==> src/verilog/chachaPkg.sv <==
//////////////////////////////
// shared types and constants for the ChaCha block core
// imported by every RTL file of the design
//////////////////////////////
package chachaPkg;

    //////////////////////////////
    // data types
    //////////////////////////////

    typedef logic [31:0] word_t;

    // sixteen words in row-major order
    // word index is row * 4 + column
    typedef word_t [15:0] state_t;

    // 0..3 select a column and 4..7 a diagonal
    typedef logic [2:0] qrIndex_t;

    // the twelve ARX steps of one quarter round in execution order
    typedef enum logic [3:0] {
        StepAddAb1,
        StepXorDa1,
        StepRotD1,
        StepAddCd1,
        StepXorBc1,
        StepRotB1,
        StepAddAb2,
        StepXorDa2,
        StepRotD2,
        StepAddCd2,
        StepXorBc2,
        StepRotB2
    } arxStep_t;

    //////////////////////////////
    // round constants
    //////////////////////////////

    // ten double rounds make ChaCha20
    localparam int DefaultDoubleRounds = 10;
    localparam int QrSteps = 12;
    localparam int QrPerDouble = 8;

    // left rotation amounts in step order
    localparam int RotA = 16;
    localparam int RotB = 12;
    localparam int RotC = 8;
    localparam int RotD = 7;

    // one load cycle, twelve steps and one write-back cycle
    localparam int QrCycles = 14;

    // rotate a word left by a fixed amount
    function automatic word_t rotl(word_t x, int unsigned n);
        return (x << n) | (x >> (32 - n));
    endfunction

endpackage

==> src/verilog/quarterRoundIf.sv <==
//////////////////////////////
// operand and result bundle between the state matrix
// and the shared quarter-round engine
//////////////////////////////
`timescale 1ns/1ps

interface quarterRoundIf;
    import chachaPkg::*;

    // request side
    logic  start;
    word_t a;
    word_t b;
    word_t c;
    word_t d;

    // results are valid in the cycle done is high
    word_t resA;
    word_t resB;
    word_t resC;
    word_t resD;
    logic  done;

    modport source (
        output start, a, b, c, d,
        input  resA, resB, resC, resD, done
    );

    modport engine (
        input  start, a, b, c, d,
        output resA, resB, resC, resD, done
    );

endinterface

==> src/verilog/quarterRoundUnit.sv <==
//////////////////////////////
// sequential quarter-round engine
// captures a..d on start and runs one add, xor or rotate per cycle
// done follows start by thirteen cycles
//////////////////////////////
`timescale 1ns/1ps

module quarterRoundUnit (
    input logic           clk,
    input logic           rstN,
    quarterRoundIf.engine qr
);
    import chachaPkg::*;

    localparam arxStep_t LastStep = arxStep_t'(QrSteps - 1);

    word_t    a;
    word_t    b;
    word_t    c;
    word_t    d;
    arxStep_t step;
    logic     running;
    logic     doneQ;

    //////////////////////////////
    // step control
    //////////////////////////////

    always_ff @(posedge clk) begin
        if (!rstN) begin
            running <= 1'b0;
            step    <= StepAddAb1;
            doneQ   <= 1'b0;
        end else begin
            doneQ <= 1'b0;
            if (qr.start) begin
                running <= 1'b1;
                step    <= StepAddAb1;
            end else if (running) begin
                if (step == LastStep) begin
                    running <= 1'b0;
                    doneQ   <= 1'b1;
                end else begin
                    step <= arxStep_t'(step + 4'd1);
                end
            end
        end
    end

    //////////////////////////////
    // ARX datapath
    //////////////////////////////

    always_ff @(posedge clk) begin
        if (qr.start) begin
            a <= qr.a;
            b <= qr.b;
            c <= qr.c;
            d <= qr.d;
        end else if (running) begin
            unique case (step)
                // a += b; d ^= a; d <<<= 16
                StepAddAb1: a <= a + b;
                StepXorDa1: d <= d ^ a;
                StepRotD1:  d <= rotl(d, RotA);
                // c += d; b ^= c; b <<<= 12
                StepAddCd1: c <= c + d;
                StepXorBc1: b <= b ^ c;
                StepRotB1:  b <= rotl(b, RotB);
                // second half with rotations of 8 and 7
                StepAddAb2: a <= a + b;
                StepXorDa2: d <= d ^ a;
                StepRotD2:  d <= rotl(d, RotC);
                StepAddCd2: c <= c + d;
                StepXorBc2: b <= b ^ c;
                StepRotB2:  b <= rotl(b, RotD);
                default: ;
            endcase
        end
    end

    assign qr.resA = a;
    assign qr.resB = b;
    assign qr.resC = c;
    assign qr.resD = d;
    assign qr.done = doneQ;

    // the source must wait for done before the next request
    startWhileRunning: assert property (@(posedge clk) disable iff (!rstN)
        qr.start |-> !running);

    // every done belongs to the start one quarter-round latency earlier
    doneHasStart: assert property (@(posedge clk) disable iff (!rstN)
        qr.done |-> $past(qr.start, QrCycles - 1));

endmodule

==> src/verilog/stateMatrix.sv <==
//////////////////////////////
// working and initial ChaCha matrices
// gathers column or diagonal operands for the engine, scatters results back
// and forms the feed-forward sum into blockOut
//////////////////////////////
`timescale 1ns/1ps

module stateMatrix (
    input  logic                clk,
    input  logic                rstN,
    input  logic                load,
    input  logic                issue,
    input  logic                finish,
    input  chachaPkg::state_t   stateIn,
    input  chachaPkg::qrIndex_t qrIndex,
    output chachaPkg::state_t   blockOut,
    quarterRoundIf.source       qr
);
    import chachaPkg::*;

    state_t   initState;
    state_t   work;
    state_t   workNext;
    state_t   blockSum;
    qrIndex_t activeIndex;

    // word position of one row of a quarter round
    // diagonals shift one column further right per row
    function automatic logic [3:0] wordIndex(qrIndex_t q, logic [1:0] row);
        logic [1:0] col;
        col = q[2] ? (q[1:0] + row) : q[1:0];
        return {row, col};
    endfunction

    //////////////////////////////
    // operand gather
    //////////////////////////////

    // operands leave together with the issue strobe
    assign qr.start = issue;
    assign qr.a     = work[wordIndex(qrIndex, 2'd0)];
    assign qr.b     = work[wordIndex(qrIndex, 2'd1)];
    assign qr.c     = work[wordIndex(qrIndex, 2'd2)];
    assign qr.d     = work[wordIndex(qrIndex, 2'd3)];

    always_ff @(posedge clk) begin
        if (issue) begin
            activeIndex <= qrIndex;
        end
    end

    //////////////////////////////
    // result scatter
    //////////////////////////////

    always_comb begin
        workNext = work;
        if (qr.done) begin
            workNext[wordIndex(activeIndex, 2'd0)] = qr.resA;
            workNext[wordIndex(activeIndex, 2'd1)] = qr.resB;
            workNext[wordIndex(activeIndex, 2'd2)] = qr.resC;
            workNext[wordIndex(activeIndex, 2'd3)] = qr.resD;
        end
    end

    always_ff @(posedge clk) begin
        if (load) begin
            initState <= stateIn;
            work      <= stateIn;
        end else begin
            work <= workNext;
        end
    end

    //////////////////////////////
    // feed-forward addition
    //////////////////////////////

    // finish arrives with the last done so the sum sees the final results
    always_comb begin
        for (int i = 0; i < 16; i++) begin
            blockSum[i] = initState[i] + workNext[i];
        end
    end

    always_ff @(posedge clk) begin
        if (!rstN) begin
            blockOut <= '0;
        end else if (finish) begin
            blockOut <= blockSum;
        end
    end

    // the sequencer holds its index for the whole quarter round
    indexStable: assert property (@(posedge clk) disable iff (!rstN)
        qr.done |-> qrIndex == activeIndex);

endmodule

==> src/verilog/roundSequencer.sv <==
//////////////////////////////
// block control for the ChaCha core
// counts quarter rounds and double rounds and strobes load, issue and finish
//////////////////////////////
`timescale 1ns/1ps

module roundSequencer #(
    parameter int NumDoubleRounds = chachaPkg::DefaultDoubleRounds
) (
    input  logic                clk,
    input  logic                rstN,
    input  logic                start,
    input  logic                done,
    output logic                load,
    output logic                issue,
    output logic                finish,
    output logic                busy,
    output logic                blockReady,
    output chachaPkg::qrIndex_t qrIndex
);
    import chachaPkg::*;

    localparam int CountW = $clog2(NumDoubleRounds + 1);

    logic [CountW-1:0] doubleCount;
    logic              lastInDouble;
    logic              lastQr;

    // a start seen while busy is dropped
    assign load = start && !busy;

    assign lastInDouble = (qrIndex == qrIndex_t'(QrPerDouble - 1));
    assign lastQr = lastInDouble && (doubleCount == CountW'(NumDoubleRounds - 1));

    // the last done of the block closes it
    assign finish = done && lastQr;

    //////////////////////////////
    // round counters
    //////////////////////////////

    always_ff @(posedge clk) begin
        if (!rstN) begin
            busy        <= 1'b0;
            issue       <= 1'b0;
            blockReady  <= 1'b0;
            qrIndex     <= '0;
            doubleCount <= '0;
        end else begin
            // next quarter round goes out right after the write-back
            issue      <= load || (done && !lastQr);
            blockReady <= finish;

            if (load) begin
                busy        <= 1'b1;
                qrIndex     <= '0;
                doubleCount <= '0;
            end else if (done) begin
                if (lastQr) begin
                    busy <= 1'b0;
                end
                if (lastInDouble) begin
                    qrIndex     <= '0;
                    doubleCount <= doubleCount + 1'b1;
                end else begin
                    qrIndex <= qrIndex + 1'b1;
                end
            end
        end
    end

    // blockReady closes a block that was running one cycle earlier
    readyWhileBusy: assert property (@(posedge clk) disable iff (!rstN)
        blockReady |-> $past(busy) && !busy);

endmodule

==> src/verilog/chachaBlock.sv <==
//////////////////////////////
// ChaCha20 block function top level
// pulse start with stateIn valid and take blockOut on blockReady
//////////////////////////////
`timescale 1ns/1ps

module chachaBlock (
    input  logic              clk,
    input  logic              rstN,
    input  logic              start,
    input  chachaPkg::state_t stateIn,
    output chachaPkg::state_t blockOut,
    output logic              busy,
    output logic              blockReady
);
    import chachaPkg::*;

    logic     load;
    logic     issue;
    logic     finish;
    qrIndex_t qrIndex;

    quarterRoundIf qrBus ();

    // control
    roundSequencer #(
        .NumDoubleRounds(DefaultDoubleRounds)
    ) i_sequencer (
        .clk        (clk),
        .rstN       (rstN),
        .start      (start),
        .done       (qrBus.done),
        .load       (load),
        .issue      (issue),
        .finish     (finish),
        .busy       (busy),
        .blockReady (blockReady),
        .qrIndex    (qrIndex)
    );

    // matrix storage and feed-forward
    stateMatrix i_matrix (
        .clk      (clk),
        .rstN     (rstN),
        .load     (load),
        .issue    (issue),
        .finish   (finish),
        .stateIn  (stateIn),
        .qrIndex  (qrIndex),
        .blockOut (blockOut),
        .qr       (qrBus.source)
    );

    // shared ARX engine
    quarterRoundUnit i_qrUnit (
        .clk  (clk),
        .rstN (rstN),
        .qr   (qrBus.engine)
    );

endmodule

==> config.mk <==
export PLATFORM = sky130hd
export DESIGN_NAME = chachaBlock
export DESIGN_NICKNAME = d
export VERILOG_FILES = /design/src/verilog/chachaPkg.sv /design/src/verilog/quarterRoundIf.sv /design/src/verilog/quarterRoundUnit.sv /design/src/verilog/stateMatrix.sv /design/src/verilog/roundSequencer.sv /design/src/verilog/chachaBlock.sv
export SDC_FILE = /design/constraint.sdc
export NUM_CORES = 2
export LEC_CHECK = 0
export BUFFER_PORTS_ARGS = -buffer_cell sky130_fd_sc_hd__buf_2
export CORE_UTILIZATION = 50
export CTS_BUF_LIST = sky130_fd_sc_hd__clkbuf_2 sky130_fd_sc_hd__clkbuf_4 sky130_fd_sc_hd__clkbuf_8
export CTS_CLUSTER_DIAMETER = 60
export CTS_CLUSTER_SIZE = 14
export DETAILED_ROUTE_END_ITERATION = 8
export GPL_TIMING_DRIVEN = 1
export PLACE_DENSITY = 0.7
export SLEW_MARGIN = 20
export SYNTH_ARGS = -nofsm -noshare
export SYNTH_HDL_FRONTEND = slang
export SYNTH_SLANG_ARGS = --single-unit
==> constraint.sdc <==
create_clock -name clk -period 24.6 [get_ports clk]
set_input_delay 1.23 -clock clk [delete_from_list [all_inputs] [get_ports clk]]
set_output_delay 1.23 -clock clk [all_outputs]
set_load 0.005 [all_outputs]
==> results.tsv <==
metric	value	unit
outcome	finished, final reports clean	
chipWidth	431	µm
dp_hpwl	279000	µm
die_area	186000	µm²
async_flop_share	0	
final_max_slew_viol_count	0	
grt_first_pass_wirelength	514000	µm
fillerInstances	16400	
setup_violations	0	
worst_hold_path.num_cells	1	
nets	11500	
tritoncts	built	
muxShareOfSynthArea	0.111	
critPathMaxStageDelay	0.57	ns
placementRows	157	
viasPerCell	6.11	
ant_nets	0	
cts_num_sinks	1683	
synthFlopType	sky130_fd_sc_hd__dfxtp_1	
finalWeightedCongestion	1.01	
detail_route.first_pass.iterations	6	
io-pin-count	1029	
timing_worst_setup_path_type	reg2reg	
initial_antenna_violation_count	80	
slew_headroom	0.189	
holdCritPathClass	in2reg	
static-leakage-power	0.0433	µW
tightest_slew	1.22	ns
path_max_fanout	33	
irDropWorstVdd	0.0487	mV
synthesis.instances	9507	
cts.repair.resized	0	
cts_inserted_buffers	163	
core_area	183000	µm²
worst_r2r_path_depth	19	
globalRouteTotalUtil	0.379	
wl_per_cell	28.1	µm
worstSetupEndpointType	flip-flop	
initial_cell_density_of_the_core	0.503	
critPathArrivalTime	6.70	ns
total_power_divided_by_cell_area	73.1	nW/µm²
portBuffers	1028	
crit_path_cells	inv_1, ha_1, nor3b_1, o21ai_4, buf_4, a21oi_1, inv_1, ha_1, a211oi_1, o211ai_1, and3_1, o31ai_1, o31a_1, o31ai_1, a41oi_1, o21ai_1, a221oi_1, xor2_1, o21ai_1	
drtIter0Drc	8959	
achievable-frequency	0.170	GHz
cp_slowest_cell	sky130_fd_sc_hd__o31ai_1	
postCtsHoldBufs	0	
seq_area_frac_synth	0.436	
post-cts-setup-buffer-count	0	
yosys.area_share.simple	0.137	
wl	366000	µm
dpl_cell_area	99500	µm²
min_tclk_post_route	5.87	ns
synthToLayoutAreaGrowth	12.3	%
avgSynthCellArea	9.68	µm²
netlist-cell-type-count	84	
worst_ep_required_time	25.43	ns
clock_path_buffers	3	
syn-cell-area	92000	µm²
synth-edff-count	643	
synth_compound_area_frac	0.151	
syn_nets	10600	
floorplan.die.height	431	µm
worstSkewPairLatency	1.03	ns
final_hold_viol_count	0	
totalNegativeSetupSlack	0	ns
synth.yosys.warnings	0	
htree_num_levels	4	
overflow	0	
ctsRootBufferMaster	sky130_fd_sc_hd__clkbuf_8	
synth_top_family_by_area	compound AO/OA/AOI/OAI gates	
synth_xor_xnor_area_share	0.0518	
start_kind	flip-flop	
synth-adder-area-share	0.0862	
final.setup_skew	0.0731	ns
grt_max_degree	205	
postSynthRegisterBits	1683	
vias	79500	
post-route-period-util	0.239	
final_area	103000	µm²
cts.clk_slew.worst_paths	0.11	ns
drcViolationCount	0	
grt_pass1_vias	74400	
layout-drive-gt1-share	0.203	
rsz0062_at_grt	no	
drv.max_cap_violation_count	0	
==> cells in the final DEF, fill, tap and decap left out, types with 76 or more instances in the layout <==
cell / netlist / final
sky130_fd_sc_hd__o21ai_0: 180 / 180
sky130_fd_sc_hd__mux4_2: 128 / 128
sky130_fd_sc_hd__o21ai_1: 276 / 266
sky130_fd_sc_hd__a211oi_1: 143 / 143
sky130_fd_sc_hd__nand3_1: 131 / 130
sky130_fd_sc_hd__edfxtp_1: 643 / 643
sky130_fd_sc_hd__inv_1: 220 / 220
sky130_fd_sc_hd__clkbuf_8: 0 / 175
sky130_fd_sc_hd__a21oi_1: 816 / 816
sky130_fd_sc_hd__nor2_1: 1509 / 1503
sky130_fd_sc_hd__mux2_2: 529 / 529
sky130_fd_sc_hd__xnor2_1: 261 / 260
sky130_fd_sc_hd__xor2_1: 283 / 282
sky130_fd_sc_hd__ha_1: 605 / 605
sky130_fd_sc_hd__buf_4: 1 / 79
sky130_fd_sc_hd__dfxtp_1: 1040 / 1037
sky130_fd_sc_hd__buf_2: 0 / 1027
sky130_fd_sc_hd__nor2b_1: 76 / 76
sky130_fd_sc_hd__a21o_1: 298 / 298
sky130_fd_sc_hd__nand2_1: 840 / 839
sky130_fd_sc_hd__mux2_1: 79 / 79
sky130_fd_sc_hd__nand2b_1: 77 / 76
==> sequential cells by signal, indices dropped and copies added, names as in the netlist, 32 cells and up <==
signal              cells
i_matrix.blockOut     512
i_qrUnit.qr.resC       32
i_matrix.initState    512
i_qrUnit.qr.resB       32
i_qrUnit.qr.resD       32
i_qrUnit.qr.resA       32
i_matrix.work         512
==> cell families (layout without fill, tap and decap cells) <==
logic type	count (synthesis)	count (layout)
compound gates	2223	2223
xor+xnor	544	544
fa+ha+maj	623	623
buf+inv	671	1644
flops	1683	1683
mux	788	788
other cells	0	69
simple gates	2975	2975
==> per-layer routing <==
metal / part of all wire / global-route usage
met5: 0.00039 / 0
met4: 0.073 / 0.251
met3: 0.090 / 0.0678
met2: 0.44 / 0.581
met1: 0.39 / 0.491
==> where the power goes <==
| group | total (µW) | switching, µW | internal [µW] |
|---|---|---|---|
| combinational | 2210 | 1320 | 894 |
| sequential | 3360 | 244 | 3120 |
| clock | 1970 | 1100 | 869 |
| total | 7550 | 2670 | 4880 |
==> stage by stage <==
step	total power (µW)	worst slack (ns)	cells	utilization	hold slack (ns)
after floorplan	4850	7.83	9507	-	0.432
after global placement	5540	18.90	12600	0.544	0.435
after detailed placement	5570	18.85	12600	0.544	0.437
after CTS	7510	18.78	12900	0.564	0.304
after global routing	7850	18.22	13000	0.565	0.346
final	7550	18.73	13000	0.565	0.388
==> path summary, 6_finish.rpt <==
| kind | startpoint | endpoint | slack (ns) |
|---|---|---|---|
| hold reg to reg | i_matrix.blockOut[222]$_SDFFE_PN0P_ | i_matrix.blockOut[222]$_SDFFE_PN0P_ | 0.45 |
| setup reg to reg | i_matrix.activeIndex[0]$_DFFE_PP_ | i_matrix.blockOut[509]$_SDFFE_PN0P_ | 18.73 |
| setup / recovery | i_matrix.activeIndex[0]$_DFFE_PP_ | i_matrix.blockOut[509]$_SDFFE_PN0P_ | 18.73 |
| hold / removal | stateIn[485] | i_matrix.initState[485]$_DFFE_PP_ | 0.39 |
==> layout make-up <==
cell class	instances	area, µm²	area share
flip-flops and latches	1683	40100	0.389
multi-input cells	7153	49600	0.480
clock buffers	233	2840	0.0275
inverters	226	863	0.00836
well taps	2464	3080	0.0298
diodes	69	173	0.00167
clock inverters	71	739	0.00716
repair buffers	1114	5900	0.0571
==> Yosys cell counts, types with 32 or more instances <==
| library cell | number | area [µm²] |
|---|---|---|
| sky130_fd_sc_hd__dfxtp_1 | 1040 | 20800 |
| sky130_fd_sc_hd__inv_1 | 220 | 826 |
| sky130_fd_sc_hd__o211ai_1 | 32 | 240 |
| sky130_fd_sc_hd__a21o_1 | 298 | 2240 |
| sky130_fd_sc_hd__mux2_2 | 529 | 5960 |
| sky130_fd_sc_hd__xor2_1 | 283 | 2480 |
| sky130_fd_sc_hd__xnor2_1 | 261 | 2290 |
| sky130_fd_sc_hd__clkbuf_1 | 406 | 1520 |
| sky130_fd_sc_hd__a22o_1 | 62 | 543 |
| sky130_fd_sc_hd__and2_1 | 37 | 231 |
| sky130_fd_sc_hd__nand4_1 | 67 | 419 |
| sky130_fd_sc_hd__buf_1 | 38 | 143 |
| sky130_fd_sc_hd__or3_1 | 38 | 238 |
| sky130_fd_sc_hd__a31oi_1 | 43 | 269 |
| sky130_fd_sc_hd__o21ai_0 | 180 | 901 |
| sky130_fd_sc_hd__nor2_1 | 1509 | 5660 |
| sky130_fd_sc_hd__nor3_1 | 70 | 350 |
| sky130_fd_sc_hd__o21bai_1 | 50 | 375 |
| sky130_fd_sc_hd__a211oi_1 | 143 | 1070 |
| sky130_fd_sc_hd__mux4_2 | 128 | 2880 |
| sky130_fd_sc_hd__mux2_1 | 79 | 890 |
| sky130_fd_sc_hd__and3_1 | 46 | 288 |
| sky130_fd_sc_hd__nand2b_1 | 77 | 482 |
| sky130_fd_sc_hd__nand3_1 | 131 | 656 |
| sky130_fd_sc_hd__o21a_1 | 71 | 533 |
| sky130_fd_sc_hd__mux2i_1 | 52 | 521 |
| sky130_fd_sc_hd__ha_1 | 605 | 7570 |
| sky130_fd_sc_hd__a21oi_1 | 816 | 4080 |
| sky130_fd_sc_hd__nand2_1 | 840 | 3150 |
| sky130_fd_sc_hd__nor2b_1 | 76 | 475 |
| sky130_fd_sc_hd__edfxtp_1 | 643 | 19300 |
| sky130_fd_sc_hd__o31ai_1 | 34 | 255 |
| sky130_fd_sc_hd__o21ai_1 | 276 | 1380 |
==> worst max-delay path: cells and delay by family, from the launching register on <==
kind | cells | cell delay (ns)
buffers and inverters | 3 | 0.54
XOR/XNOR | 1 | 0.18
adder cells (fa/ha/maj) | 2 | 0.66
flip-flops | 1 | 0.53
AO/OA/AOI/OAI | 11 | 2.96
AND/OR/NAND/NOR | 2 | 0.79
(Power assumes the default switching activity.)
